**config.mk**
```make
export PLATFORM = sky130hd
export DESIGN_NAME = subwordWrite
export DESIGN_NICKNAME = d
export VERILOG_FILES = /design/src/uncorePkg.sv /design/src/subwordWrite.sv
export SDC_FILE = /design/constraint.sdc
export NUM_CORES = 1
export LEC_CHECK = 0
export BUFFER_PORTS_ARGS = -buffer_cell sky130_fd_sc_hd__buf_4
export CAP_MARGIN = 15
export CORE_AREA = 2 2 46 48
export DETAILED_ROUTE_END_ITERATION = 16
export DIE_AREA = 0 0 48 50
export PLACE_DENSITY = 0.88
export SETUP_SLACK_MARGIN = 0.02
export SLEW_MARGIN = 20
export SYNTH_ARGS = -nofsm -noshare
export SYNTH_HDL_FRONTEND = slang
export SYNTH_SLANG_ARGS = --single-unit
```
**constraint.sdc**
```tcl
create_clock -name vclk -period 1.3
set_clock_uncertainty 0.05 [all_clocks]
set_input_delay 0.26 -clock vclk [all_inputs]
set_output_delay 0.26 -clock vclk [all_outputs]
set_load 0.02 [all_outputs]
```
**src/uncorePkg.sv**
```systemverilog
// shared definitions for the uncore slice
// bus width, memory map and region ranges
// clint and gpio register offsets
// AHB transfer type, transfer size and region enums
`default_nettype none

package uncorePkg;

  // data bus width and byte lanes
  localparam int XLEN   = 32;
  localparam int XBYTES = XLEN / 8;

  //////////////////////////////////////////////////////////////////////
  // memory map
  //////////////////////////////////////////////////////////////////////

  // region hit when (addr & ~range) == base
  localparam logic [XLEN-1:0] TIM_BASE    = 32'h8000_0000;
  localparam logic [XLEN-1:0] TIM_RANGE   = 32'h0000_03FF;
  localparam logic [XLEN-1:0] CLINT_BASE  = 32'h0200_0000;
  localparam logic [XLEN-1:0] CLINT_RANGE = 32'h0000_FFFF;
  localparam logic [XLEN-1:0] GPIO_BASE   = 32'h1006_0000;
  localparam logic [XLEN-1:0] GPIO_RANGE  = 32'h0000_00FF;

  // dtim depth and word address width
  localparam int TIM_WORDS = 256;
  localparam int TIM_AW    = $clog2(TIM_WORDS);

  // clint offsets, high words sit 4 bytes above
  localparam logic [15:0] MSIP_OFF     = 16'h0000;
  localparam logic [15:0] MTIMECMP_OFF = 16'h4000;
  localparam logic [15:0] MTIME_OFF    = 16'hBFF8;

  // gpio offsets
  localparam logic [7:0] INPUT_VAL_OFF  = 8'h00;
  localparam logic [7:0] INPUT_EN_OFF   = 8'h04;
  localparam logic [7:0] OUTPUT_EN_OFF  = 8'h08;
  localparam logic [7:0] OUTPUT_VAL_OFF = 8'h0C;
  localparam logic [7:0] RISE_IE_OFF    = 8'h18;
  localparam logic [7:0] RISE_IP_OFF    = 8'h1C;

  // AHB encodings
  typedef enum logic [1:0] {IDLE = 2'b00, BUSY = 2'b01, NONSEQ = 2'b10, SEQ = 2'b11} htransT;
  typedef enum logic [2:0] {BYTE = 3'b000, HALF = 3'b001, WORD = 3'b010} hsizeT;

  // decoded target of a transfer
  typedef enum logic [1:0] {REG_NONE, REG_TIM, REG_CLINT, REG_GPIO} regionT;

endpackage

`default_nettype wire
```
**src/subwordWrite.sv**
```systemverilog
// sub-word write formatting for the uncore
// byte and halfword lane replication
// byte enables from data-phase size and offset
`timescale 1ns/1ps
`default_nettype none

module subwordWrite import uncorePkg::*; (
  input  logic [XLEN-1:0]   hWData,
  input  hsizeT             sizeD,
  input  logic [1:0]        addrD,
  output logic [XLEN-1:0]   wDataLanes,
  output logic [XBYTES-1:0] byteEn
);

  always_comb begin
    case (sizeD)
      // low byte copied onto every lane
      BYTE: begin
        wDataLanes = {4{hWData[7:0]}};
        byteEn     = 4'b0001 << addrD;
      end
      // low halfword copied onto both halves
      HALF: begin
        wDataLanes = {2{hWData[15:0]}};
        byteEn     = addrD[1] ? 4'b1100 : 4'b0011;
      end
      // full word passes as is
      default: begin
        wDataLanes = hWData;
        byteEn     = 4'b1111;
      end
    endcase
  end

  // master keeps accesses naturally aligned
  always_comb begin
    if (sizeD == HALF) begin
      assert final (addrD[0] == 1'b0)
        else $error("subwordWrite: misaligned halfword at offset %0d", addrD);
    end
    if (sizeD == WORD) begin
      assert final (addrD == 2'b00)
        else $error("subwordWrite: misaligned word at offset %0d", addrD);
    end
  end

endmodule

`default_nettype wire

```
# Word level (Yosys, flattened, before mapping)
# Cells that the tools add are included.
[totals] register_bits=0 output_inout_bits=36 wordCells=6
[classes] eq_ne=1 shift=1 muxes=3 n_reduce_logical=1
[op_table] op="$pmux W32 S2" n=1
[op_table] op="$pmux W4 S2" n=1
[op_table] op="$mux W4" n=1
[op_table] op="$shl A1 B2 Y4 const A" n=1
[op_table] op="$eq A3 B1 Y1 const B" n=1
[op_table] op="$logic_not A3 Y1" n=1

# Depth between registers and ports, before layout
[logic_depth] word_depth=2 depth_mapped=4 mapped_depth_nobuf=2

# Worst setup path before layout
# Ideal clock, no wire load.
[synth_timing] kind="input-to-output" startpoint="input sizeD[2]" endpoint="output wDataLanes[24]" t_arrival_ps=1233 setup_slack_ps=-243 path_stages=4 path_buffers=2 path_cell_list="or2_1 -> buf_6 -> buf_6 -> o21ai_0"
[synth_between] elab_chain_len=2 word_cells_on_any_way=3
[synth_rtl] item="start, declared" line="subwordWrite.sv:9" rtl="input hsizeT sizeD,"
[synth_rtl] item="$eq A3 B1 Y1 / $logic_not A3 Y1 (equally long branches)" line="subwordWrite.sv:16" rtl="case (sizeD)"
[synth_rtl] item="$pmux W32 S2 (*)" line="subwordWrite.sv:16"
[synth_rtl] item="end, declared" line="subwordWrite.sv:11" rtl="output logic [XLEN-1:0] wDataLanes,"
# Every way passes the cells marked *; elsewhere a longest branch is shown, timed or not.

# Worst setup path in the final report
[layout_timing] startpoint="input sizeD[1]" endpoint="output wDataLanes[8]"
# The elaborated chain is that of the path after synthesis.

==> flow_metrics.tcl <==
set metrics [dict create \
    slew-limit-headroom 0.776 \
    grt_start_max_net_pins 11 \
    area_growth_pct 192 \
    slew_viol_final 0 \
    syn-cell-area_sq_um 500 \
    synth.area.mux_share 0.520 \
    synth_common_cells "20 x o21ai_0, 16 x mux2_2, 9 x buf_4, 8 x mux2i_1" \
    grt_pass1_vias 822 \
    syn_nets 100 \
    drive_gt1_frac 0.853 \
    wl_per_cell_microns 13.4 \
    num-fill-cells 138 \
    yosysTopAreaCell "mux2_2" \
    violations "negative setup slack" \
    drt_iter0_drc 0 \
    synthAdderAreaFrac 0 \
    multi_input_area_sq_um 542 \
    avgSynthCellArea_sq_um 7.94 \
    via_per_inst 4.60 \
    setup_viol 24 \
    row_count 16 \
    cp.required_ns 0.99 \
    antennaDiodeCount 0 \
    portBuffers 73 \
    postCtsHoldBufs 0 \
    io_pins 73 \
    holdWs_ns 0.695 \
    antenna_found_initial 0 \
    final_util 0.768 \
    drc 0 \
    track_usage 0.204 \
    grt_pass1_wl_microns 3680 \
    ant_nets 0 \
    fin_nets 182 \
    period_minus_slack_ns 1.53 \
    synth.area.top_cells "mux2_2 36%, o21ai_0 20%, mux2i_1 16%, buf_4 14%, buf_6 4.5%" \
    grt_overflow 0 \
    hold_violations 0 \
    synth_compound_area_frac 0.200 \
    yosysMostFrequentCell "o21ai_0" \
    worstSetupEndpointType "output pin" \
    synth_top_area_share 0.360 \
    routed_wl_microns 2280 \
    irDropWorstVdd_uv 254 \
    p_leak_uw 0.000708 \
    finalCritPeriodShare 1.17 \
    startpoint_type "primary input" \
    synthDistinctLibCells 11 \
    max_freq_mhz 655 \
    ys_seq_area_frac 0 \
    tightestPinTransition_ns 0.332 \
    clkbuf_count 0 \
    die-area_sq_mm 0.00240 \
    outcome "complete, but fails checks" \
    ys_warn_count 0 \
    die_w_microns 48 \
    synth_xor_area_frac 0 \
    die_h_microns 50 \
    regArea_sq_um 0 \
    hp-class "in2out" \
    start_util 0.263 \
    core-area_sq_mm 0.00190 \
    flops_and_latches 0 \
    crit_type "in2out" \
    arrival_ns 1.22 \
    p_per_area_mw_per_mm2 432 \
    max_cap_viol_count 0 \
    vias 782 \
    place_hpwl_microns 1710 \
    rsz0062_at_grt "true" \
    setup_ws_ns -0.226 \
    synth_top_family_by_area "multiplexers" \
    routabilityCongestion 0.686 \
    first_pass_iters 1 \
    critPathMaxFanout 4 \
    netlist_instances 63 \
    synthSimpleGateAreaFrac 0.0725 \
]
-- final timing paths --
kind / to / depth (start not counted) / from
max: wDataLanes[8] / 5 / sizeD[1]
min: wDataLanes[4] / 2 / hWData[4]
-- final cells by class --
type / count / share of cell area
tap: 27 / 0.0231
timing repair buffer: 93 / 0.604
multi-input combinational: 49 / 0.371
inverter: 1 / 0.00257
-- per-stage QoR --
stage	setup TNS [ns]	total power (uW)	setup slack [ns]	std cells	instance area, sq um
after global placement	-5.39	502	-0.272	165	1180
after detailed placement	-5.32	512	-0.267	165	1180
after floorplan	-1.30	285	-0.130	63	606
after global routing	-5.12	668	-0.262	170	1460
final	-4.54	632	-0.226	170	1460
after CTS	-4.23	614	-0.220	168	1410
-- cell usage in the layout (no fill, tap or decap) --
cell type and count:
buf_6 35, or2_4 1, mux2i_2 1, nor2_1 1, inv_1 1, o21ai_4 8
o21ai_0 6, buf_4 53, o21ai_1 6, nor2b_1 1, clkbuf_16 1, nor2_2 1
buf_8 3, mux2_2 7, mux2i_1 6, buf_12 1, nor3_4 1, mux2_4 9
mux2i_4 1
-- cell families (layout without fill, tap and decap cells) --
| family | Yosys count | in the layout |
|---|---|---|
| multiplexers | 24 | 24 |
| AND/OR/NAND/NOR | 5 | 5 |
| AO/OA/AOI/OAI | 20 | 20 |
| buffers and inverters | 14 | 94 |
-- report_power, final --
part	internal, uW	switching, uW	leakage (uW)
clock	0	0	0
sequential	0	0	0
combinational	356	276	0.000708
total	356	276	0.000708
-- layer usage --
metal	track usage	up-vias	share of wire
li1	-	383	-
met1	0.225	359	0.35
met2	0.400	38	0.58
met3	0.0183	2	0.062
met4	0.0225	0	0.0083
met5	0	-	0
-- what timing repair did --
action / CTS / global route
cloned: 0 / 1
endpoints found under the setup margin: 28 / 28
resized for setup: 56 / 4
pin swaps: 2 / 6
buffers inserted: 3 / 1
-- worst max-delay path, stage by stage --
cell	delay, ns
buf_8	0.10
nor3_4	0.25
buf_6	0.16
mux2_4	0.31
buf_6	0.13
Power figures use the tool's default switching activity.
