**config.mk**
```make
export PLATFORM = sky130hd
export DESIGN_NAME = gpio
export DESIGN_NICKNAME = d
export VERILOG_FILES = /design/src/uncorePkg.sv /design/src/gpio.sv
export SDC_FILE = /design/constraint.sdc
export NUM_CORES = 1
export LEC_CHECK = 0
export BUFFER_PORTS_ARGS = -buffer_cell sky130_fd_sc_hd__buf_4
export CORE_MARGIN = 2
export CORE_UTILIZATION = 45
export DETAILED_ROUTE_END_ITERATION = 16
export PLACE_DENSITY = 0.76
export SLEW_MARGIN = 20
export SYNTH_ARGS = -nofsm -noshare
export SYNTH_HDL_FRONTEND = slang
export SYNTH_SLANG_ARGS = --single-unit
```
**constraint.sdc**
```tcl
create_clock -name HCLK -period 3.4 [get_ports HCLK]
set_input_delay 0.68 -clock HCLK [delete_from_list [all_inputs] [get_ports HCLK]]
set_output_delay 0.68 -clock HCLK [all_outputs]
set_load 0.005 [all_outputs]
```
**src/uncorePkg.sv**
```systemverilog
// shared definitions for the uncore slice
// bus width, memory map and region ranges
// clint and gpio register offsets
// AHB transfer type, transfer size and region enums
`default_nettype none

package uncorePkg;

  // data bus width and byte lanes
  localparam int XLEN   = 32;
  localparam int XBYTES = XLEN / 8;

  //////////////////////////////////////////////////////////////////////
  // memory map
  //////////////////////////////////////////////////////////////////////

  // region hit when (addr & ~range) == base
  localparam logic [XLEN-1:0] TIM_BASE    = 32'h8000_0000;
  localparam logic [XLEN-1:0] TIM_RANGE   = 32'h0000_03FF;
  localparam logic [XLEN-1:0] CLINT_BASE  = 32'h0200_0000;
  localparam logic [XLEN-1:0] CLINT_RANGE = 32'h0000_FFFF;
  localparam logic [XLEN-1:0] GPIO_BASE   = 32'h1006_0000;
  localparam logic [XLEN-1:0] GPIO_RANGE  = 32'h0000_00FF;

  // dtim depth and word address width
  localparam int TIM_WORDS = 256;
  localparam int TIM_AW    = $clog2(TIM_WORDS);

  // clint offsets, high words sit 4 bytes above
  localparam logic [15:0] MSIP_OFF     = 16'h0000;
  localparam logic [15:0] MTIMECMP_OFF = 16'h4000;
  localparam logic [15:0] MTIME_OFF    = 16'hBFF8;

  // gpio offsets
  localparam logic [7:0] INPUT_VAL_OFF  = 8'h00;
  localparam logic [7:0] INPUT_EN_OFF   = 8'h04;
  localparam logic [7:0] OUTPUT_EN_OFF  = 8'h08;
  localparam logic [7:0] OUTPUT_VAL_OFF = 8'h0C;
  localparam logic [7:0] RISE_IE_OFF    = 8'h18;
  localparam logic [7:0] RISE_IP_OFF    = 8'h1C;

  // AHB encodings
  typedef enum logic [1:0] {IDLE = 2'b00, BUSY = 2'b01, NONSEQ = 2'b10, SEQ = 2'b11} htransT;
  typedef enum logic [2:0] {BYTE = 3'b000, HALF = 3'b001, WORD = 3'b010} hsizeT;

  // decoded target of a transfer
  typedef enum logic [1:0] {REG_NONE, REG_TIM, REG_CLINT, REG_GPIO} regionT;

endpackage

`default_nettype wire
```
**src/gpio.sv**
```systemverilog
// general purpose I/O block
// pin registers, two-flop input synchroniser
// rising-edge pending bits with enable mask and interrupt
`timescale 1ns/1ps
`default_nettype none

module gpio import uncorePkg::*; (
  input  logic            HCLK,
  input  logic            reset,
  input  logic            selGpio,
  input  logic [XLEN-1:0] hAddr,
  input  logic            hWrite,
  input  logic            hReady,
  input  logic [XLEN-1:0] wDataLanes,
  input  logic [XLEN-1:0] GPIOPinsIn,
  output logic [XLEN-1:0] gpioRData,
  output logic [XLEN-1:0] GPIOPinsOut,
  output logic [XLEN-1:0] GPIOPinsEn,
  output logic            GPIOIntr
);

  logic [XLEN-1:0] pinsMeta, pinsSync, inputVal, inputValQ, riseEdge;
  logic [XLEN-1:0] inputEn, outputEn, outputVal, riseIe, riseIp, ipClear;
  logic [XLEN-1:0] rDataQ;
  logic [7:0]      offD;
  logic            wrActiveD, wrEn;

  //////////////////////////////////////////////////////////////////////
  // pin input path
  //////////////////////////////////////////////////////////////////////

  // pins are asynchronous to HCLK
  always_ff @(posedge HCLK) begin
    if (reset) begin
      pinsMeta  <= '0;
      pinsSync  <= '0;
      inputValQ <= '0;
    end else begin
      pinsMeta  <= GPIOPinsIn;
      pinsSync  <= pinsMeta;
      inputValQ <= inputVal;
    end
  end

  assign inputVal = pinsSync & inputEn;
  assign riseEdge = inputVal & ~inputValQ;

  //////////////////////////////////////////////////////////////////////
  // bus side
  //////////////////////////////////////////////////////////////////////

  always_ff @(posedge HCLK) begin
    if (reset) begin
      wrActiveD <= 1'b0;
    end else if (hReady) begin
      wrActiveD <= selGpio & hWrite;
    end
  end

  always_ff @(posedge HCLK) begin
    if (selGpio & hReady) begin
      offD <= hAddr[7:0];
    end
  end

  assign wrEn    = wrActiveD & hReady;
  assign ipClear = (wrEn && (offD == RISE_IP_OFF)) ? wDataLanes : '0;

  // read sampled at acceptance
  always_ff @(posedge HCLK) begin
    if (selGpio & hReady & ~hWrite) begin
      case (hAddr[7:0])
        INPUT_VAL_OFF:  rDataQ <= inputVal;
        INPUT_EN_OFF:   rDataQ <= inputEn;
        OUTPUT_EN_OFF:  rDataQ <= outputEn;
        OUTPUT_VAL_OFF: rDataQ <= outputVal;
        RISE_IE_OFF:    rDataQ <= riseIe;
        RISE_IP_OFF:    rDataQ <= riseIp;
        default:        rDataQ <= '0;
      endcase
    end
  end

  // a new edge wins over a clear in the same cycle
  always_ff @(posedge HCLK) begin
    if (reset) begin
      inputEn   <= '0;
      outputEn  <= '0;
      outputVal <= '0;
      riseIe    <= '0;
      riseIp    <= '0;
    end else begin
      riseIp <= (riseIp & ~ipClear) | riseEdge;
      if (wrEn) begin
        case (offD)
          INPUT_EN_OFF:   inputEn   <= wDataLanes;
          OUTPUT_EN_OFF:  outputEn  <= wDataLanes;
          OUTPUT_VAL_OFF: outputVal <= wDataLanes;
          RISE_IE_OFF:    riseIe    <= wDataLanes;
          default: ;
        endcase
      end
    end
  end

  assign gpioRData   = rDataQ;
  assign GPIOPinsOut = outputVal;
  assign GPIOPinsEn  = outputEn;
  assign GPIOIntr    = |(riseIp & riseIe);

endmodule

`default_nettype wire

```
# Word-level counts from Yosys, hierarchy flattened
# Index checks and enable logic that the tools add are counted.
# totals
ff_bits	297
latchBits	0
ram_bits	0
romBits	0
inputBits	101
output_inout_bits	97
elab_cells	42
mem_count	0
# classes
n_addsub	0
mul	0
div	0
n_lt_le_gt_ge	0
n_eq_ne	10
shifts	0
mux	2
n_bitwise	12
reduce_logical	7
# op_table
operator	n
32-bit case mux with 6 select lines	1
32-bit AND	4
32-bit NOT	2
8-bit by 4-bit == test with 1-bit output, second input constant	4
8-bit by 5-bit == test with 1-bit output, second input constant	4
32-bit two-way mux	1
32-bit OR	1
32-bit OR reduction	1
8-bit by 3-bit == test with 1-bit output, second input constant	2
8-bit zero test	1
2-bit AND reduction	4
1-bit AND	4
1-bit logical AND	1
1-bit NOT	1

# Depth between registers and ports, before layout
# depth
word_depth	6
mapped_depth	8

# Worst setup path before layout
# No wires, ideal clock.
# synth_path
path_kind	in2reg
startpoint	input port selGpio
endpoint	register rDataQ[0] (netlist: gpioRData[0]), enable pin
setup_ns	0.425
arrival_time_ns	2.505
slack_ns	0.469
cell_stages	2
path_buffers	0
path_cell_list	and2_1 > nor2b_1
# synth_between
elab_chain_len	2
# synth_rtl
element	line_no	text
from (decl)	gpio.sv:10	input logic selGpio,
1-bit AND (2 in a row)	gpio.sv:71	if (selGpio & hReady & ~hWrite) begin
to (signal assigned)	gpio.sv:73	INPUT_VAL_OFF: rDataQ <= inputVal;
to (signal assigned)	gpio.sv:74	INPUT_EN_OFF: rDataQ <= inputEn;
to (signal assigned)	gpio.sv:75	OUTPUT_EN_OFF: rDataQ <= outputEn;
to (decl)	gpio.sv:24	logic [XLEN-1:0] rDataQ;
# No other way between the ends.
# A chain may end at the register's enable or synchronous reset.

# Worst setup path after layout
# layout_path
startpoint	register riseIe[25]
endpoint	output port GPIOIntr
# layout_between
elab_chain_len	2
# layout_rtl
element	line_no	text
from (decl)	gpio.sv:23	logic [XLEN-1:0] inputEn, outputEn, outputVal, riseIe, riseIp, ipClear;
from (signal assigned)	gpio.sv:99	RISE_IE_OFF: riseIe <= wDataLanes;
32-bit AND	gpio.sv:109	assign GPIOIntr = |(riseIp & riseIe);
32-bit OR reduction	gpio.sv:109	
to (decl)	gpio.sv:19	output logic GPIOIntr
# No other way between the ends.

==> impl_metrics.toml <==
[pwr]
power.internal_uw = 5710
pwr-share-seq = 0.500
peakVddDrop_mv = 0.401
sw_frac_of_total = 0.212
clockPowerShare = 0.461
leakage_uw = 0.00506
p_sw_uw = 1540
pwr-share-comb = 0.039
power_density_nw_per_um2 = 529

[synth]
post_synth_num_cell_types = 40
synthArstFlopShare = 0
ys_top_cells_by_count = "298 x nand2_1, 257 x dfxtp_1, 161 x a21oi_1"
syn_avg_cell_area_um2 = 9.07
yosysWarnings = 0
synth_nets = 1324
synth_top_area_frac = 0.464
yosysSeqAreaShare = 0.572
synthTopCellsByArea = "dfxtp_1 46%, edfxtp_1 11%, nand2_1 10%, a21oi_1 7.3%, nor2b_1 3.8%"
synth.most_common_cell = "nand2_1"
yosys_most_used_dff = "dfxtp_1"
synth_area_um2 = 11100
synth_top_area_cell = "dfxtp_1"
syn_inst = 1223
synth_edf_count = 40
ys_ff_latch = 297

[run_status]
status = "finished clean"

[clock_tree]
cts_setup_buffers = 0
postCtsHoldBufs = 0
numCtsBuffers = 30
root_buffer = "clkbuf_16"
post_cts_resized = 0
cts_tree = "done"
cts.sinks = 297
clkTransAtPathRegs_ns = 0.07
insertion_delay_ns = 0.55
max-clock-path-buffers = 3
ctsHtreeMaxLevel = 1

[sta]
skew_ns = 0.0150
finalSetupTns_ns = 0
maxSlewHeadroom = 0.288
finalSetupViolCount = 0
max_freq_mhz = 343
final-max-slew-violation-count = 0
min_period_ns = 2.91
rsz0062_at_grt = "no"
worst_pin_slew_ns = 1.07
hold_viol = 0
finalCritPeriodShare = 0.857

[layout]
nets = 1475
drive_above_1_share = 0.202
utilization = 0.566
syn_to_final_growth_pct = 23.6
antenna-diode-count = 0

[routing]
dr.pass1.iters = 5
initialDrtViolationCount = 1002
avgRoutedWirePerCell_um = 18.9
routed_via_density = 5.45
wirelength_um = 32500
route.detailed.drc = 0
antenna_left = 0
vias = 9379

[worst_setup_path]
reg2reg_slack_ns = 0.95
path_class = "reg2out"
cp-start-kind = "flop"
cp-startpoint = "riseIe[25]$_SDFFE_PP0P_"
cp.arrival_ns = 2.23
r2r_cells = 5
cp_top_family = "simple AND/OR/NAND/NOR gates"
slowest_stage = "or4_1"
crit_path_end_kind = "output pin"
cp.required_ns = 2.72
slowest_delay_ns = 0.61
crit_fanout = 3
regToRegEndpoint = "riseIp[23]$_SDFF_PP0_"
cp_cell_sequence = "a22oi_1 > nand4_1 > or4_1 > buf_4"
r2r_start = "offD[1]$_DFFE_PP_"
timing.critical_path.buf_inv = 1

[place]
portBuffers = 173
dp_hpwl_um = 21400
place_congestion = 0.845

[floorplanning]
dieHeight_um = 161
start_util = 0.458
core_area_um2 = 24200
io_pins = 198
die_area_um2 = 25900
die_w_um = 161
rows = 57

[min_path]
hp-start = "hAddr[1]"
hold_end = "offD[1]$_DFFE_PP_"
min_path_cells = 1
hp-class = "in2reg"

[global_routing]
grtUsageTotal = 0.245
grt_pass1_vias = 8900
grt_max_degree = 76
grt_overflow = 0
grt_pass1_wl_um = 49900
grt_antenna_before_repair = 0

[run]
cap_violations = 0
through the flow:
step                worst slack [ns]  power [µW]  std cells  cell area [µm²]  hold WS [ns]
floorplan                      0.469        3810       1223            11100         0.414
finish                         0.486        7250       1722            13700         0.338
global placement               0.816        3980       1666            12700         0.421
global route                   0.466        7440       1722            13700         0.331
CTS                            0.521        7260       1722            13700         0.329
detailed placement             0.763        3980       1666            12700         0.423
state kept, by name (all words and copies together) (netlist names):
| register | cells |
|---|---|
| GPIOPinsOut | 32 |
| gpioRData | 32 |
| inputValQ | 32 |
| offD | 8 |
| riseIe | 32 |
| wrActiveD | 1 |
| inputEn | 32 |
| riseIp | 32 |
| pinsSync | 32 |
| GPIOPinsEn | 32 |
| pinsMeta | 32 |
routing by layer:
layer,vias up,GRT usage,part of all wire,wire length [µm]
met5,-,0,0,0
met4,0,0.0921,0.036,1180
met3,84,0.0419,0.088,2850
met2,461,0.391,0.45,14600
met1,4361,0.336,0.43,13900
li1,4473,-,-,-
cell families after synthesis:
| family | share of synthesized area |
|---|---|
| buffers and inverters | 0.0422 |
| and+or+nand+nor | 0.191 |
| DFF | 0.572 |
| muxes | 0.0298 |
| AOI/OAI and AO/OA | 0.166 |
placed cells by master (no fill, tap or decap), types with 4 or more instances in the layout:
cell type / n
nand2_1: 298
dfxtp_1: 257
buf_4: 194
a21oi_1: 161
nor2b_1: 66
o21ai_0: 59
edfxtp_1: 40
a22oi_1: 37
nor2_1: 37
mux2i_1: 33
or2_2: 32
inv_1: 32
clkbuf_16: 32
o22ai_1: 20
clkbuf_1: 12
o211ai_1: 11
o221ai_1: 11
nand4_1: 7
a221o_2: 6
a221o_1: 4
o22a_1: 4
buf_12: 4
power by group through the flow:
stage / sequential (µW) / clock, µW / combinational, µW
2_1_floorplan: 3690 / 0 / 119
3_3_place_gp: 3700 / 0 / 276
3_5_place_dp: 3700 / 0 / 278
4_1_cts: 3620 / 3360 / 279
5_1_grt: 3630 / 3510 / 302
6_report: 3620 / 3340 / 282
area by class of cell:
cell class	count	area [µm²]
multi-input cells	814	4300
clock buffers	46	873
inverters	32	120
fillers	2102	10500
well taps	324	405
flip-flops and latches	297	6350
clock inverters	10	129
repair buffers	199	1550
worst max path at each step:
stage	endpoint	slack, ns	depth (start not counted)
final	GPIOIntr	0.49	4
after floorplan	gpioRData[0]$_DFFE_PP_	0.47	2
after global placement	gpioRData[30]$_DFFE_PP_	0.82	5
after CTS	GPIOIntr	0.52	4
after detailed placement	gpioRData[23]$_DFFE_PP_	0.76	5
after global routing	GPIOIntr	0.47	4
No activity file was read; power rests on OpenSTA's default activity.
