<file path="src/uncorePkg.sv">
// shared definitions for the uncore slice
// bus width, memory map and region ranges
// clint and gpio register offsets
// AHB transfer type, transfer size and region enums
`default_nettype none

package uncorePkg;

  // data bus width and byte lanes
  localparam int XLEN   = 32;
  localparam int XBYTES = XLEN / 8;

  //////////////////////////////////////////////////////////////////////
  // memory map
  //////////////////////////////////////////////////////////////////////

  // region hit when (addr & ~range) == base
  localparam logic [XLEN-1:0] TIM_BASE    = 32'h8000_0000;
  localparam logic [XLEN-1:0] TIM_RANGE   = 32'h0000_03FF;
  localparam logic [XLEN-1:0] CLINT_BASE  = 32'h0200_0000;
  localparam logic [XLEN-1:0] CLINT_RANGE = 32'h0000_FFFF;
  localparam logic [XLEN-1:0] GPIO_BASE   = 32'h1006_0000;
  localparam logic [XLEN-1:0] GPIO_RANGE  = 32'h0000_00FF;

  // dtim depth and word address width
  localparam int TIM_WORDS = 256;
  localparam int TIM_AW    = $clog2(TIM_WORDS);

  // clint offsets, high words sit 4 bytes above
  localparam logic [15:0] MSIP_OFF     = 16'h0000;
  localparam logic [15:0] MTIMECMP_OFF = 16'h4000;
  localparam logic [15:0] MTIME_OFF    = 16'hBFF8;

  // gpio offsets
  localparam logic [7:0] INPUT_VAL_OFF  = 8'h00;
  localparam logic [7:0] INPUT_EN_OFF   = 8'h04;
  localparam logic [7:0] OUTPUT_EN_OFF  = 8'h08;
  localparam logic [7:0] OUTPUT_VAL_OFF = 8'h0C;
  localparam logic [7:0] RISE_IE_OFF    = 8'h18;
  localparam logic [7:0] RISE_IP_OFF    = 8'h1C;

  // AHB encodings
  typedef enum logic [1:0] {IDLE = 2'b00, BUSY = 2'b01, NONSEQ = 2'b10, SEQ = 2'b11} htransT;
  typedef enum logic [2:0] {BYTE = 3'b000, HALF = 3'b001, WORD = 3'b010} hsizeT;

  // decoded target of a transfer
  typedef enum logic [1:0] {REG_NONE, REG_TIM, REG_CLINT, REG_GPIO} regionT;

endpackage

`default_nettype wire
</file>
<file path="src/clint.sv">
// core-local interruptor
// free-running 64-bit mtime, 64-bit mtimecmp, msip bit
// machine timer and software interrupt outputs
`timescale 1ns/1ps
`default_nettype none

module clint import uncorePkg::*; (
  input  logic            HCLK,
  input  logic            reset,
  input  logic            selClint,
  input  logic [XLEN-1:0] hAddr,
  input  logic            hWrite,
  input  logic            hReady,
  input  logic [XLEN-1:0] wDataLanes,
  output logic [XLEN-1:0] clintRData,
  output logic            TimerIntM,
  output logic            SwIntM
);

  logic [63:0]     mtime, mtimecmp;
  logic            msip;
  logic [15:0]     offD;
  logic [XLEN-1:0] rDataQ;
  logic            wrActiveD, wrEn;

  //////////////////////////////////////////////////////////////////////
  // bus side
  //////////////////////////////////////////////////////////////////////

  always_ff @(posedge HCLK) begin
    if (reset) begin
      wrActiveD <= 1'b0;
    end else if (hReady) begin
      wrActiveD <= selClint & hWrite;
    end
  end

  // offset held for the data-phase write
  always_ff @(posedge HCLK) begin
    if (selClint & hReady) begin
      offD <= hAddr[15:0];
    end
  end

  assign wrEn = wrActiveD & hReady;

  // read sampled at acceptance
  always_ff @(posedge HCLK) begin
    if (selClint & hReady & ~hWrite) begin
      case (hAddr[15:0])
        MSIP_OFF:             rDataQ <= {{(XLEN-1){1'b0}}, msip};
        MTIMECMP_OFF:         rDataQ <= mtimecmp[31:0];
        MTIMECMP_OFF + 16'd4: rDataQ <= mtimecmp[63:32];
        MTIME_OFF:            rDataQ <= mtime[31:0];
        MTIME_OFF + 16'd4:    rDataQ <= mtime[63:32];
        default:              rDataQ <= '0;
      endcase
    end
  end

  assign clintRData = rDataQ;

  //////////////////////////////////////////////////////////////////////
  // timer registers
  //////////////////////////////////////////////////////////////////////

  // mtime counts every cycle, a written half overrides the count
  always_ff @(posedge HCLK) begin
    if (reset) begin
      mtime    <= '0;
      mtimecmp <= '1;
      msip     <= 1'b0;
    end else begin
      mtime <= mtime + 64'd1;
      if (wrEn) begin
        case (offD)
          MSIP_OFF:             msip            <= wDataLanes[0];
          MTIMECMP_OFF:         mtimecmp[31:0]  <= wDataLanes;
          MTIMECMP_OFF + 16'd4: mtimecmp[63:32] <= wDataLanes;
          MTIME_OFF:            mtime[31:0]     <= wDataLanes;
          MTIME_OFF + 16'd4:    mtime[63:32]    <= wDataLanes;
          default: ;
        endcase
      end
    end
  end

  // timer pending while mtime has reached the compare
  assign TimerIntM = (mtime >= mtimecmp);
  assign SwIntM    = msip;

endmodule

`default_nettype wire

</file>
<file path="config.mk">
export PLATFORM = sky130hd
export DESIGN_NAME = clint
export DESIGN_NICKNAME = d
export VERILOG_FILES = /design/src/uncorePkg.sv /design/src/clint.sv
export SDC_FILE = /design/constraint.sdc
export NUM_CORES = 1
export LEC_CHECK = 0
export BUFFER_PORTS_ARGS = -buffer_cell sky130_fd_sc_hd__buf_2
export CORE_AREA = 2 2 151 153
export CTS_BUF_LIST = sky130_fd_sc_hd__clkbuf_16
export CTS_CLUSTER_DIAMETER = 150
export DETAILED_ROUTE_END_ITERATION = 8
export DIE_AREA = 0 0 153 155
export GPL_ROUTABILITY_DRIVEN = 0
export GPL_TIMING_DRIVEN = 0
export HOLD_SLACK_MARGIN = 0.08
export SLEW_MARGIN = 5
export SYNTH_ARGS = -nofsm -noshare
export SYNTH_HDL_FRONTEND = slang
export SYNTH_SLANG_ARGS = --single-unit
</file>
<file path="constraint.sdc">
create_clock -name HCLK -period 6.9 [get_ports HCLK]
set_clock_uncertainty 0.15 [all_clocks]
set_input_delay 0.69 -clock HCLK [delete_from_list [all_inputs] [get_ports HCLK]]
set_output_delay 0.69 -clock HCLK [all_outputs]
set_load 0.01 [all_outputs]
</file>
# Word-level counts from Yosys, hierarchy flattened
# Cells that the tools add are included.
[op_classes] addsub=1 magnitude_cmp=1 eq_ne=8 muxes=4 n_bitwise=5 reduce_logical=5
[ops] cell="$pmux 32 s5" n=1
[ops] cell="$add 64x1->64 const B" n=1
[ops] cell="$eq 16x15->1 const B" n=4
[ops] cell="$eq 16x16->1 const B" n=4
[ops] cell="$ge 64x64->1" n=1
[ops] cell="$mux 32" n=2
[ops] cell="$mux 64" n=1
[ops] cell="$logic_not 16->1" n=2
[ops] cell="$reduce_and 2->1" n=3
[ops] cell="$and 1x1->1" n=4
[ops] cell="$not 1->1" n=1
[totals] register_bits=178

# Depth between registers and ports, before layout
[logic_depth] word_depth=3 depth_mapped=9 mapped_depth_nobuf=8

# Worst setup path before layout
# Ideal clock, no wire load.
[synth_path] path_type="input-to-reg" start="input selClint" end="register rDataQ[0] (netlist: clintRData[0]) (enable)" setup_ps=425 arrival_ps=2697 t_required_ps=6325 setup_slack_ps=3628 stages=2 path_buffers=0 cell_sequence="and2_1 nor2b_1"
[synth_between] elab_chain_len=2
[synth_rtl] item="from (decl)" line_no="clint.sv:10" rtl="input logic selClint,"
[synth_rtl] item="$and 1x1->1 (2 in a row)" line_no="clint.sv:49" rtl="if (selClint & hReady & ~hWrite) begin"
[synth_rtl] item="to (signal assigned)" line_no="clint.sv:51" rtl="MSIP_OFF: rDataQ <= {{(XLEN-1){1'b0}}, msip};"
[synth_rtl] item="to (signal assigned)" line_no="clint.sv:52" rtl="MTIMECMP_OFF: rDataQ <= mtimecmp[31:0];"
[synth_rtl] item="to (signal assigned)" line_no="clint.sv:53" rtl="MTIMECMP_OFF + 16'd4: rDataQ <= mtimecmp[63:32];"
[synth_rtl] item="to (decl)" line_no="clint.sv:23" rtl="logic [XLEN-1:0] rDataQ;"
# No other way between the ends.
# A chain may end at the register's enable or synchronous reset.

# Worst setup path in the final report
[layout_path] start="register mtime[37]" end="output TimerIntM"
[layout_between] elab_chain_len=1
[layout_rtl] item="from (decl)" line_no="clint.sv:20" rtl="logic [63:0] mtime, mtimecmp;"
[layout_rtl] item="from (signal assigned)" line_no="clint.sv:74" rtl="mtime <= mtime + 64'd1;"
[layout_rtl] item="from (signal assigned)" line_no="clint.sv:81" rtl="MTIME_OFF + 16'd4: mtime[63:32] <= wDataLanes;"
[layout_rtl] item="$ge 64x64->1" line_no="clint.sv:89" rtl="assign TimerIntM = (mtime >= mtimecmp);"
[layout_rtl] item="to (decl)" line_no="clint.sv:16" rtl="output logic TimerIntM,"
# No other way between the ends.

==> results.toml <==
[cts]
clockRootBuffer = "clkbuf_16"
clk_latency_ns = 0.43
cts_tree = "built"
cts.repair.resized = 0
ctsHoldBuffers = 0
cts_sinks = 178
htree_levels = 4
clock_path_buffers = 2
path_clk_slew_ns = 0.06
post-cts-setup-buffers = 0
numCtsBuffers = 17

[cells_and_area]
diodes = 0
final_nets = 1279
fillers = 2166
areaGrowthSynthToFinish_pct = 13.7
utilization_pct = 49.8
drive_above_1_share_pct = 11.7

[sta]
setup-tns-final_ns = 0
fmax_ghz = 0.261
grt_setup_unrepaired = "no"
slew_headroom_pct = 22.4
hold_viol = 0
period_share_pct = 55.6
finalSetupViolCount = 0
drv_slew = 0
worst_pin_slew_ns = 1.16
period_needed_ns = 3.83

[grt]
overflow = 0
track_usage_pct = 25.4
grt_max_degree = 24
grt_pass1_wl_um = 46200
grt_pass1_vias = 7860
grt_antenna_before_repair = 0

[pwr]
p_clk_share_pct = 43.1
combinationalPowerShare_pct = 4.2
vdd_drop_max_v = 0.000154
powerDensity_mw_per_mm2 = 187
total_power_uw = 2070
pwr-share-seq_pct = 52.7
switchingPower_uw = 477
p_sw_share_pct = 23.0
internal-power_uw = 1590
p_leak_uw = 0.00501

[critical_path]
crit_arrival_ns = 2.99
crit_chain = "ha_1 > nand4_1 > nor3_1 > a22o_1 > or4_1 > a311oi_1 > o21ai_0 > buf_2"
max_stage_delay_ns = 0.51
worst-path-buf-inv = 1
crit_type = "reg -> out"
rrSetupSlack_ns = 4.11
reg2reg_from = "mtime[0]$_SDFF_PP0_"
endpoint = "TimerIntM"
crit_start = "mtime[37]$_SDFF_PP0_"
path_max_fanout = 8
startpoint_type = "flop"
crit_cells = 8
critPathTopFamily = "simple AND/OR/NAND/NOR gates"
ff2ff_path_depth = 7
cp-end-kind = "output pin"
reg2reg_to = "mtime[48]$_SDFF_PP0_"
worst_ep_required_time_ns = 6.06
cpMaxStageDelayCell = "dfxtp_1"

[die]
die_height_um = 155
num_rows = 55
start_util_pct = 43.8
ios = 103
die_x_um = 153
core_area_mm2 = 0.0222
die-area_mm2 = 0.0237

[drt]
first_iter_violations = 714
wl_per_cell_um = 20.8
drt-total-wl_um = 30000
drtPass1Iterations = 6
vias = 8305
ant_nets = 0
drc_errors = 0
vias_per_cell = 5.76

[synth]
synth_seq_cells = 178
synth_area_leaders = "dfxtp_1, edfxtp_1, ha_1"
seq_area_frac_synth_pct = 41.5
synth_top_area_share_pct = 26.7
syn-instance-count = 1040
synth-async-reset-ratio_pct = 0
synth-edff-count = 48
synth_warnings = 0
syn-mean-instance-area_um2 = 9.37
synth.distinct_cells = 54
yosys.area.top_type = "dfxtp_1"
syn_nets = 1174
syn_area_mm2 = 0.00974
synth_flop_cell = "dfxtp_1"

[job]
cap_viol_max_count = 0

[worst_hold_path]
hold_class = "in -> reg"

[run_status]
outcome = "complete, no violations"

[placement]
io_buffers = 85
hpwl_um = 22000
metrics by stage:
| stage | cell area [um2] | instances | hold slack, ns | setup slack (ns) |
|---|---|---|---|---|
| 2_1_floorplan | 9740 | 1040 | 0.295 | 3.63 |
| 3_3_place_gp | 10500 | 1410 | 0.307 | 2.19 |
| 3_5_place_dp | 10600 | 1411 | 0.307 | 3.48 |
| 4_1_cts | 11100 | 1443 | 0.287 | 3.00 |
| 5_1_grt | 11100 | 1443 | 0.286 | 2.89 |
| 6_report | 11100 | 1443 | 0.297 | 3.07 |
layout by cell type, fill, tap and decap left out, types with 7 or more instances in the layout:
master,synthesis,layout
nor2_1,174,174
and4_1,7,7
buf_2,4,89
o21ai_0,12,12
xor2_1,43,43
dfxtp_1,130,130
a211oi_1,55,55
a211o_1,64,64
a21oi_1,21,21
clkbuf_16,0,17
and2_1,7,7
a21o_1,15,15
xnor2_1,16,16
inv_1,71,78
mux2i_1,35,35
nand3_1,34,34
nand2_1,35,35
clkbuf_1,43,43
nor4_1,11,11
a221o_1,32,32
nor3_1,7,7
and3_1,18,18
ha_1,65,65
buf_1,10,10
nand4_1,37,37
edfxtp_1,48,48
cell type report:
cell class	instances	area, um2	area share (%)
multi-input combinational	729	5160	46.6
sequential	178	4040	36.5
timing repair buffer	86	445	4.02
clock buffer	17	425	3.84
tap	285	357	3.22
buffer	62	280	2.53
inverter	71	267	2.41
clock inverter	15	95.1	0.859
cells in the mapped netlist, types with 2 or more instances:
cell / n
buf_2: 4
nor2_1: 174
nor3_1: 7
xnor2_1: 16
nand3_2: 3
nand4_1: 37
a221o_1: 32
or4_1: 3
xor2_1: 43
mux2i_1: 35
nor4_1: 11
a211o_1: 64
nand2b_1: 2
a21oi_1: 21
and3_1: 18
nor3_4: 2
nand4_2: 2
and2_1: 7
a211oi_1: 55
dfxtp_1: 130
clkbuf_1: 43
o21ai_0: 12
a221oi_1: 2
ha_1: 65
edfxtp_1: 48
a311oi_1: 3
nand2_1: 35
inv_1: 71
buf_1: 10
a211oi_2: 3
nand3_1: 34
a21o_1: 15
and4_1: 7
nor2b_1: 2
nand3b_1: 2
buf_6: 3
or3_1: 2
metal layers:
metal	wire length (um)	vias to the layer above	share of wire, %	GRT usage (%)
met5	0	-	0	0
met4	785	0	2.6	8.77
met3	1790	48	5.9	4.26
met2	13700	247	46	41.4
met1	13700	3997	46	34.3
li1	-	4013	-	-
registers in the layout, summed over array words and instances (netlist names):
| register | flops |
|---|---|
| SwIntM | 1 |
| offD | 16 |
| clintRData | 32 |
| mtime | 64 |
| mtimecmp | 64 |
| wrActiveD | 1 |
power groups by stage:
stage	registers, uW	logic [uW]	clock network (uW)
after floorplan	1110	34.0	0
after global placement	1120	84.1	0
after detailed placement	1120	86.1	0
after CTS	1090	86.7	905
after global routing	1090	93.1	938
final	1090	86.7	893
worst min path at each step:
stage          cells after the start              startpoint                      to  slack [ns]
2_1_floorplan                      2  wrActiveD$_SDFFE_PP0P_  wrActiveD$_SDFFE_PP0P_        0.30
3_3_place_gp                       2  wrActiveD$_SDFFE_PP0P_  wrActiveD$_SDFFE_PP0P_        0.31
3_5_place_dp                       2  wrActiveD$_SDFFE_PP0P_  wrActiveD$_SDFFE_PP0P_        0.31
4_1_cts                            1                hAddr[1]       offD[1]$_DFFE_PP_        0.29
5_1_grt                            1                hAddr[2]       offD[2]$_DFFE_PP_        0.29
6_report                           1                hAddr[2]       offD[2]$_DFFE_PP_        0.30
cells by family (layout without fill, tap and decap cells):
logic type               Yosys count  count (layout)  share of synthesized area, %
AO/OA/AOI/OAI                    214             214                          17.5
XOR/XNOR                          59              59                          5.30
adder cells (fa/ha/maj)           65              65                          8.35
buffers and inverters            133             251                          5.61
flip-flops                       178             178                          41.5
multiplexers                      36              36                          3.71
AND/OR/NAND/NOR                  355             355                          18.0
Power figures use the tool's default switching activity.
