<file path="config.mk">
export PLATFORM = sky130hd
export DESIGN_NAME = busControl
export DESIGN_NICKNAME = d
export VERILOG_FILES = /design/src/uncorePkg.sv /design/src/busControl.sv
export SDC_FILE = /design/constraint.sdc
export NUM_CORES = 1
export LEC_CHECK = 0
export BUFFER_PORTS_ARGS = -buffer_cell sky130_fd_sc_hd__buf_2
export CELL_PAD_IN_SITES_DETAIL_PLACEMENT = 0
export CELL_PAD_IN_SITES_GLOBAL_PLACEMENT = 1
export CORE_ASPECT_RATIO = 1.5
export CORE_MARGIN = 4
export CORE_UTILIZATION = 21
export DETAILED_ROUTE_END_ITERATION = 10
export MAX_ROUTING_LAYER = met4
export PLACE_DENSITY = 0.95
export REMOVE_ABC_BUFFERS = 1
export SLEW_MARGIN = 20
export SYNTH_ARGS = -nofsm -noshare
export SYNTH_HDL_FRONTEND = slang
export SYNTH_SLANG_ARGS = --single-unit
</file>
<file path="constraint.sdc">
create_clock -name HCLK -period 2.5 [get_ports HCLK]
set_input_delay 0.375 -clock HCLK [delete_from_list [all_inputs] [get_ports HCLK]]
set_output_delay 0.375 -clock HCLK [all_outputs]
set_load 0.03 [all_outputs]
</file>
<file path="src/uncorePkg.sv">
// shared definitions for the uncore slice
// bus width, memory map and region ranges
// clint and gpio register offsets
// AHB transfer type, transfer size and region enums
`default_nettype none

package uncorePkg;

  // data bus width and byte lanes
  localparam int XLEN   = 32;
  localparam int XBYTES = XLEN / 8;

  //////////////////////////////////////////////////////////////////////
  // memory map
  //////////////////////////////////////////////////////////////////////

  // region hit when (addr & ~range) == base
  localparam logic [XLEN-1:0] TIM_BASE    = 32'h8000_0000;
  localparam logic [XLEN-1:0] TIM_RANGE   = 32'h0000_03FF;
  localparam logic [XLEN-1:0] CLINT_BASE  = 32'h0200_0000;
  localparam logic [XLEN-1:0] CLINT_RANGE = 32'h0000_FFFF;
  localparam logic [XLEN-1:0] GPIO_BASE   = 32'h1006_0000;
  localparam logic [XLEN-1:0] GPIO_RANGE  = 32'h0000_00FF;

  // dtim depth and word address width
  localparam int TIM_WORDS = 256;
  localparam int TIM_AW    = $clog2(TIM_WORDS);

  // clint offsets, high words sit 4 bytes above
  localparam logic [15:0] MSIP_OFF     = 16'h0000;
  localparam logic [15:0] MTIMECMP_OFF = 16'h4000;
  localparam logic [15:0] MTIME_OFF    = 16'hBFF8;

  // gpio offsets
  localparam logic [7:0] INPUT_VAL_OFF  = 8'h00;
  localparam logic [7:0] INPUT_EN_OFF   = 8'h04;
  localparam logic [7:0] OUTPUT_EN_OFF  = 8'h08;
  localparam logic [7:0] OUTPUT_VAL_OFF = 8'h0C;
  localparam logic [7:0] RISE_IE_OFF    = 8'h18;
  localparam logic [7:0] RISE_IP_OFF    = 8'h1C;

  // AHB encodings
  typedef enum logic [1:0] {IDLE = 2'b00, BUSY = 2'b01, NONSEQ = 2'b10, SEQ = 2'b11} htransT;
  typedef enum logic [2:0] {BYTE = 3'b000, HALF = 3'b001, WORD = 3'b010} hsizeT;

  // decoded target of a transfer
  typedef enum logic [1:0] {REG_NONE, REG_TIM, REG_CLINT, REG_GPIO} regionT;

endpackage

`default_nettype wire
</file>
<file path="src/busControl.sv">
// AHB-Lite bus control for the uncore
// address decode into dtim, clint and gpio regions
// data-phase select, size and offset registers
// read data, ready and response multiplexer
`timescale 1ns/1ps
`default_nettype none

module busControl import uncorePkg::*; (
  input  logic            HCLK,
  input  logic            reset,
  input  logic [XLEN-1:0] hAddr,
  input  htransT          hTrans,
  input  logic            hWrite,
  input  hsizeT           hSize,
  input  logic [XLEN-1:0] timRData,
  input  logic [XLEN-1:0] clintRData,
  input  logic [XLEN-1:0] gpioRData,
  input  logic            timReady,
  output logic            selTim,
  output logic            selClint,
  output logic            selGpio,
  output logic [1:0]      addrD,
  output hsizeT           sizeD,
  output logic [XLEN-1:0] hRData,
  output logic            hReady,
  output logic            hResp
);

  logic   transValid;
  logic   timHit, clintHit, gpioHit;
  regionT region, regionD;
  logic   activeD, writeD;

  //////////////////////////////////////////////////////////////////////
  // address phase decode
  //////////////////////////////////////////////////////////////////////

  // only NONSEQ and SEQ carry a transfer
  assign transValid = (hTrans == NONSEQ) || (hTrans == SEQ);

  assign timHit   = (hAddr & ~TIM_RANGE) == TIM_BASE;
  assign clintHit = (hAddr & ~CLINT_RANGE) == CLINT_BASE;
  assign gpioHit  = (hAddr & ~GPIO_RANGE) == GPIO_BASE;

  always_comb begin
    if (timHit) begin
      region = REG_TIM;
    end else if (clintHit) begin
      region = REG_CLINT;
    end else if (gpioHit) begin
      region = REG_GPIO;
    end else begin
      region = REG_NONE;
    end
  end

  // selects qualified by a live transfer
  assign selTim   = transValid & timHit;
  assign selClint = transValid & clintHit;
  assign selGpio  = transValid & gpioHit;

  //////////////////////////////////////////////////////////////////////
  // data phase registers
  //////////////////////////////////////////////////////////////////////

  // capture on accepted address phase and freeze while hReady low
  always_ff @(posedge HCLK) begin
    if (reset) begin
      activeD <= 1'b0;
      regionD <= REG_NONE;
      writeD  <= 1'b0;
      addrD   <= 2'b00;
      sizeD   <= WORD;
    end else if (hReady) begin
      activeD <= transValid;
      if (transValid) begin
        regionD <= region;
        writeD  <= hWrite;
        addrD   <= hAddr[1:0];
        sizeD   <= hSize;
      end
    end
  end

  // read data only for reads and zero for unmapped
  always_comb begin
    hRData = '0;
    if (activeD && !writeD) begin
      case (regionD)
        REG_TIM:   hRData = timRData;
        REG_CLINT: hRData = clintRData;
        REG_GPIO:  hRData = gpioRData;
        default:   hRData = '0;
      endcase
    end
  end

  // dtim is the only region that can stall
  assign hReady = !(activeD && (regionD == REG_TIM)) || timReady;

  // one-cycle error for unmapped data phase
  assign hResp = activeD && (regionD == REG_NONE);

  // regions of the memory map never overlap
  assert property (@(posedge HCLK) disable iff (reset)
    $onehot0({selTim, selClint, selGpio}))
    else $error("busControl: more than one region selected");

endmodule

`default_nettype wire

</file>
== Word-level counts from Yosys, hierarchy flattened ==
Cells that the tools add are included.
Operators by class
  bitwise gates (word level): 3
  reductions and logical operators: 9
  equal/unequal tests: 8
  mux-type cells: 5
Operators with widths (count)
  case mux 32 bit (3 select lines): 1
  two-way mux 32 bit: 1
  == test 24 x 21 -> 1 bit (second input constant): 1
  == test 22 bit (second input constant): 1
  == test 16 x 10 -> 1 bit (second input constant): 1
  == test 2 bit (second input constant): 4
  two-way mux 2 bit: 3
  bitwise AND 1 bit: 3
  logical AND 1 bit: 3
  == test 2 x 1 -> 1 bit (second input constant): 1
  zero test 1 bit: 2
  zero test 2 bit: 1
  logical OR 1 bit: 2
  AND reduction 2 bit: 1
Word-level totals
  bits in registers: 9
  output and inout port bits: 42
  input port bits: 137

== Depth between registers and ports, before layout ==
Gate-level depths: netlist (run 1).
  depth in word-level cells: 5
  gate-level depth with buffers: 6
  depth with buffers taken out: 4

== Worst setup path after synthesis (run 1) ==
Ideal clock, no wire load.
  path kind: input-to-output
  start point: in hAddr[16]
  end point: out selTim
  stages on the path: 3
  arrival: 1842 ps
  data required time: 2125 ps
  setup slack: 283 ps
  cell sequence: nor4_4 -> nand3_2 -> nor4_1
On the way
  longest elaborated chain between the ends: 2
RTL lines
  start, declared: line busControl.sv:11  | input logic [XLEN-1:0] hAddr,
  == test 22 bit: line busControl.sv:41  | assign timHit = (hAddr & ~TIM_RANGE) == TIM_BASE;
  bitwise AND 1 bit: line busControl.sv:58  | assign selTim = transValid & timHit;
  end, declared: line busControl.sv:19  | output logic selTim,
No other way between the ends.

== Worst setup path in the final report (run 1) ==
  start point: reg regionD[0]
  end point: out hRData[9]
On the way
  longest elaborated chain between the ends: 3
RTL lines
  start, declared: line busControl.sv:31  | regionT region, regionD;
  start signal, assigned: line busControl.sv:77  | regionD <= region;
  == test 2 bit / == test 2 x 1 -> 1 bit (equally long branches): line busControl.sv:89  | case (regionD)
  case mux 32 bit (3 select lines) (*): line busControl.sv:89
  two-way mux 32 bit (*): line busControl.sv:88  | if (activeD && !writeD) begin
  end, declared: line busControl.sv:24  | output logic [XLEN-1:0] hRData,
Mark *: on every way between the ends. The rest lies on a longest branch, timed or not.

==> out/metrics.yaml, run 1 <==
arrival_ns: 1.73
syn_area_per_cell_um2: 7.599
critPathLaunchType: "flip-flop"
max_slew_margin_pct: 65.45
synth-main-ff-cell: "sky130_fd_sc_hd__dfxtp_1"
place_inst: 413
area_taken_by_flip_flops_and_latches_um2: 181.4
start_util_pct: 21.75
grt_pass1_wl_um: 8970
cap_violations: 0
reg2regPathDepth: 5
placement.io_buffers: 171
dpl_cell_area_mm2: 0.002261
hold_depth: 3
antenna_found_initial: 0
hold_buffers: 0
status: "finished clean"
critPathCaptureType: "output port"
totalNegativeSetupSlack_ns: 0
groute.layer.met1.usage_pct: 15.45
yosys-mux-area-fraction_pct: 26.64
post_synth_adder_cell_area_pct: 0
stdcell_area_mm2: 0.002306
synth_async_sr_flop_share_pct: 0
die_x_um: 73.53
synth.top_cells.by_count: "37 x sky130_fd_sc_hd__nor2_1, 32 x sky130_fd_sc_hd__a22oi_1, 31 x sky130_fd_sc_hd__mux2_2, 13 x sky130_fd_sc_hd__nand2_1, 9 x sky130_fd_sc_hd__dfxtp_1"
timing.setup.critical_path_class: "reg2out"
floorplan.die_area_mm2: 0.007815
dr_total_vias: 1994
timing_hold_violations_final: 0
power.density_cell_area_mw_per_mm2: 246.4
clkSlewWorstSetupHoldPaths_ns: 0.04
met2_track_demand_over_resource_in_global_routing_pct: 27.98
dr.first_iter.drc_count: 50
ys_types: 29
final_layout_size_suffix_gt1_share_pct: 64.14
die_height_um: 106.3
area_share_of_the_largest_cell_type_after_synthesis_pct: 25.81
cts_tree: "done"
synthMostInstantiatedCell: "sky130_fd_sc_hd__nor2_1"
maxClockFrequency_ghz: 0.4753
time_the_final_worst_path_needs_with_i_o_delays_and_setup_ns: 2.104
largest_net_degree_at_the_start_of_global_routing: 26
num-nets-final: 481
postRouteWirelength_um: 5945
min-delay-path-class: "in2reg"
grt_use_total_pct: 14.60
drt.antenna.violating_nets: 0
synth_edf_count: 0
floorplan.rows: 35
globalRoute.totalOverflow: 0
htree_levels: 1
pre_cts_setup_slack_ns: 0.5819
vdd_ir_drop_max_mv: 0.2049
syn_inst: 178
synth-seq-cells: 9
clockRootBuffer: "sky130_fd_sc_hd__clkbuf_8"
synth-seq-area-share_pct: 13.32
clock-sinks: 9
ff2ff_setup_slack_ns: 0.99
globalRouteMet3Util_pct: 1.798
floorplan.core_area_mm2: 0.006218
final-instance-count-excl-fill: 417
min-delay-start: "hSize[1]"
setup_ws_ns: 0.3959
first_global_vias: 2004
dominant_combinational_cell_family_by_area_after_synthesis: "simple AND/OR/NAND/NOR gates"
postCtsSetupBuffers: 0
synth_warnings: 0
grt_setup_unrepaired: "no"
post-synth-top-area-cell: "sky130_fd_sc_hd__mux2_2"
syn2layout_area_growth_pct: 70.49
finClkSkew_ns: 0.002729
maximum_buffer_depth_of_the_clock_tree: 2
num-fill-cells: 670
synth_xor_area_share_pct: 0
synth_area_leaders: "sky130_fd_sc_hd__mux2_2 26%, sky130_fd_sc_hd__a22oi_1 18%, sky130_fd_sc_hd__dfxtp_1 13%"
synth.cell_area_mm2: 0.001353
holdPathEnd: "sizeD[1]"
drt-pass1-iter-count: 4
worstPathMaxFanout: 25
grt-busiest-layer: "met2"
worstReg2RegEnd: "regionD[1]"
cts-buffers-inserted: 3
cts-resized-gates: 0
worst_pin_slew_ns: 0.5135
fin_util_pct: 37.08
gpl.final_weighted_congestion: 0.7848
rr_startpoint: "regionD[1]"
wire_per_inst_um: 14.26
drc: 0
timing_max_transition_violations_final: 0
setup_viol_count_final: 0
per_cell_via_count_in_the_routed_design: 4.782
top_level_ports: 179
period_share_pct: 84.16
number_of_antenna_cells_inserted: 0
critPathRequiredTime_ns: 2.12
multi_input_comb_area_mm2: 0.001067
yosys.area_share.simple_pct: 28.58
worstSkewPairLatency_ns: 0.23
leakage_nw: 1.106
synth_compound_gate_area_share_pct: 23.50
detailedPlacementHpwl_um: 5078
-- cell usage in the layout (no fill, tap or decap), types with 2 or more instances in the layout --
cell type	synthesis	layout
sky130_fd_sc_hd__dfxtp_1	9	8
sky130_fd_sc_hd__buf_4	6	7
sky130_fd_sc_hd__nand4_1	2	2
sky130_fd_sc_hd__a21oi_1	7	7
sky130_fd_sc_hd__inv_1	3	3
sky130_fd_sc_hd__nand2_1	13	13
sky130_fd_sc_hd__clkbuf_8	0	3
sky130_fd_sc_hd__a22oi_1	32	32
sky130_fd_sc_hd__nor4_4	2	2
sky130_fd_sc_hd__buf_2	8	171
sky130_fd_sc_hd__mux2_2	31	31
sky130_fd_sc_hd__nor4_1	2	2
sky130_fd_sc_hd__nand3_1	3	3
sky130_fd_sc_hd__nor2_1	37	37
sky130_fd_sc_hd__nor3_1	6	6
-- metal layers --
| layer | vias to the layer above | part of all wire, % |
|---|---|---|
| li1 | 987 | - |
| met1 | 876 | 36 |
| met2 | 124 | 52 |
| met3 | 7 | 11 |
| met4 | 0 | 1.2 |
| met5 | - | 0 |
-- kinds of logic after synthesis --
kind of cell	count (synthesis)
buffers and inverters	20
DFF	9
AOI/OAI and AO/OA	44
and+or+nand+nor	73
muxes	32
-- worst max-delay path, cell delays in order (launching register included) --
cell and delay, ns:
sky130_fd_sc_hd__dfxtp_2 0.32, sky130_fd_sc_hd__nor2b_2 0.36, sky130_fd_sc_hd__buf_4 0.36, sky130_fd_sc_hd__a22oi_1 0.15
sky130_fd_sc_hd__nor2_1 0.10, sky130_fd_sc_hd__buf_2 0.20
-- through the flow --
stage / hold WS [ns] / power, mW
2_1_floorplan: 0.4441 / 0.2659
3_3_place_gp: 0.4413 / 0.3981
3_5_place_dp: 0.4441 / 0.4041
4_1_cts: 0.3426 / 0.5742
5_1_grt: 0.3712 / 0.6047
6_report: 0.3459 / 0.5682
-- registers in the layout, summed over array words and instances (netlist names) --
name and count:
writeD 1, regionD 2, sizeD 3, activeD 1, addrD 2
-- where the power goes --
group	leakage (nW)	total [mW]	internal (mW)	switching [mW]
combinational	1.01	0.244	0.136	0.108
clock	0.0228	0.169	0.111	0.0577
sequential	0.0746	0.155	0.152	0.00384
-- layout make-up --
cell class	instances	area share, %
inverters	3	0.4883
repair buffers	178	39.39
clock buffers	4	1.953
flip-flops and latches	9	7.868
multi-input cells	149	46.28
well taps	74	4.015
-- how the worst max path moves through the flow --
stage	startpoint	endpoint	slack, ns	depth (start not counted)
3_3_place_gp	hAddr[16]	selTim	0.58	5
3_5_place_dp	hAddr[16]	selTim	0.58	5
6_report	regionD[0]	hRData[9]	0.40	5
4_1_cts	regionD[0]	hRData[9]	0.34	5
5_1_grt	regionD[0]	hRData[9]	0.21	5
2_1_floorplan	regionD[0]	hRData[0]	-0.84	3
Note: power is estimated with default switching activity, not from simulation.
==> run 2, diff against run 1 <==
- CORE_UTILIZATION: 21 -> 17
- PLACE_DENSITY: 0.95 -> 0.84
- clock period: 2.5 -> 1.85 ns (I/O delays scaled with it)
==> out/metrics.yaml, run 2 (synthesis results as in run 1) <==
dr_total_vias: 2032
worstPathMaxFanout: 11
num-nets-final: 484
drc: 0
grt_pass1_wl_um: 8611
dr.first_iter.drc_count: 51
setup_viol_count_final: 0
drt.antenna.violating_nets: 0
syn2layout_area_growth_pct: 83.72
wire_per_inst_um: 13.81
power.share.sequential_pct: 22.8
arrival_ns: 1.53
postRouteWirelength_um: 6188
share_comb_of_total_power_pct: 37.6
maxClockFrequency_ghz: 0.5534
grt_use_total_pct: 11.67
largestRegisters: "sizeD: 3 flops, addrD: 2 flops, regionD: 2 flops"
timing.setup.critical_path_class: "reg2out"
start_util_pct: 17.54
timing_max_transition_violations_final: 0
gpl.final_weighted_congestion: 0.8168
drt-pass1-iter-count: 4
postCtsSetupBuffers: 0
finClkSkew_ns: 0.002431
layout_commonest_cell: "sky130_fd_sc_hd__buf_2"
layout_common_cells: "170 x sky130_fd_sc_hd__buf_2, 37 x sky130_fd_sc_hd__nor2_1, 31 x sky130_fd_sc_hd__mux2_2, 31 x sky130_fd_sc_hd__a22oi_1, 13 x sky130_fd_sc_hd__nand2_1"
p_sw_mw: 0.2387
largest_net_degree_at_the_start_of_global_routing: 36
critPathLaunchType: "flip-flop"
worst_pin_slew_ns: 0.3512
met3_length_um: 764
final_layout_size_suffix_gt1_share_pct: 65.03
routed-wl-met2_um: 3276
top_level_ports: 179
floorplan.die_area_mm2: 0.009477
htree_levels: 1
clock-sinks: 9
dpl_cell_area_mm2: 0.002349
time_the_final_worst_path_needs_with_i_o_delays_and_setup_ns: 1.807
vdd_ir_drop_max_mv: 0.3864
cts_tree: "done"
die_height_um: 117.2
swShare_pct: 25.67
first_global_vias: 1922
antenna_found_initial: 0
per_cell_via_count_in_the_routed_design: 4.536
clockRootBuffer: "sky130_fd_sc_hd__clkbuf_16"
period_share_pct: 97.68
route.top_layer_used: "met4"
number_of_antenna_cells_inserted: 0
routedLengthMet1_um: 2106
leakage_nw: 1.157
regMostFlops: "sizeD"
floorplan.rows: 39
critPathRequiredTime_ns: 1.57
worstSkewPairLatency_ns: 0.23
max_slew_margin_pct: 76.27
detailedPlacementHpwl_um: 5078
status: "finished clean"
cap_violations: 0
min-delay-path-class: "in2reg"
critPathCaptureType: "output port"
setup_ws_ns: 0.04285
clkSlewWorstSetupHoldPaths_ns: 0.04
ff2ff_setup_slack_ns: 0.35
timing_hold_violations_final: 0
internal_power_mw: 0.6913
placement.io_buffers: 171
pre_cts_setup_slack_ns: 0.1462
clockPowerShare_pct: 39.6
maximum_buffer_depth_of_the_clock_tree: 2
cts-buffers-inserted: 3
floorplan.core_area_mm2: 0.007710
stdcell_area_mm2: 0.002485
largest_register_ffs: 3
power.density_cell_area_mw_per_mm2: 374.3
die_x_um: 80.83
grt_setup_unrepaired: "yes"
globalRoute.totalOverflow: 0
run 2: layout make-up:
| type | count | area (um2) |
|---|---|---|
| Multi-Input combinational cell | 149 | 1079 |
| Inverter | 3 | 11.26 |
| Timing Repair Buffer | 181 | 1005 |
| Fill cell | 847 | 5225 |
| Clock buffer | 4 | 78.83 |
| Tap cell | 102 | 127.6 |
| Sequential cell | 9 | 183.9 |
run 2: routing by layer:
metal,GRT usage (%),vias to the layer above
li1,-,997
met1,11.00,898
met2,24.30,133
met3,1.991,4
met4,1.578,0
met5,-,-
run 2: path summary, 6_finish.rpt:
check             start         end  cells past startpoint
max          regionD[0]   hRData[8]                      5
min reg2reg    addrD[1]    addrD[1]                      2
max reg2reg  regionD[1]  regionD[1]                      5
min            hSize[1]    sizeD[1]                      3
run 2: worst max-delay path: stages, from the launching register on:
cell and delay [ns]:
sky130_fd_sc_hd__dfxtp_4 0.39, sky130_fd_sc_hd__buf_12 0.15, sky130_fd_sc_hd__mux2_2 0.34, sky130_fd_sc_hd__a22oi_1 0.19, sky130_fd_sc_hd__nor2_1 0.05, sky130_fd_sc_hd__buf_2 0.17
run 2: power groups by stage:
stage	Combinational [mW]	Sequential [mW]	Clock, mW
floorplan	0.124	0.236	0
global placement	0.333	0.214	0
detailed placement	0.342	0.214	0
CTS	0.343	0.211	0.375
global route	0.382	0.213	0.395
finish	0.350	0.212	0.369
run 2: metrics by stage:
step                TNS [ns]  instances  util (%)  total power [mW]  hold slack [ns]
floorplan             -45.75        161         -            0.3593           0.3466
finish                     0        448     32.23            0.9300           0.2602
detailed placement         0        443     30.46            0.5560           0.4477
CTS                        0        447     31.53            0.9299           0.2611
global route         -0.1462        448     32.23            0.9905           0.2860
global placement           0        443     30.46            0.5465           0.4429
run 2: what timing repair did:
item,in CTS,in global routing
pin swaps,0,0
hold buffers,0,0
setup endpoints to repair,7,29
cloned,0,1
gates resized for setup,1,7
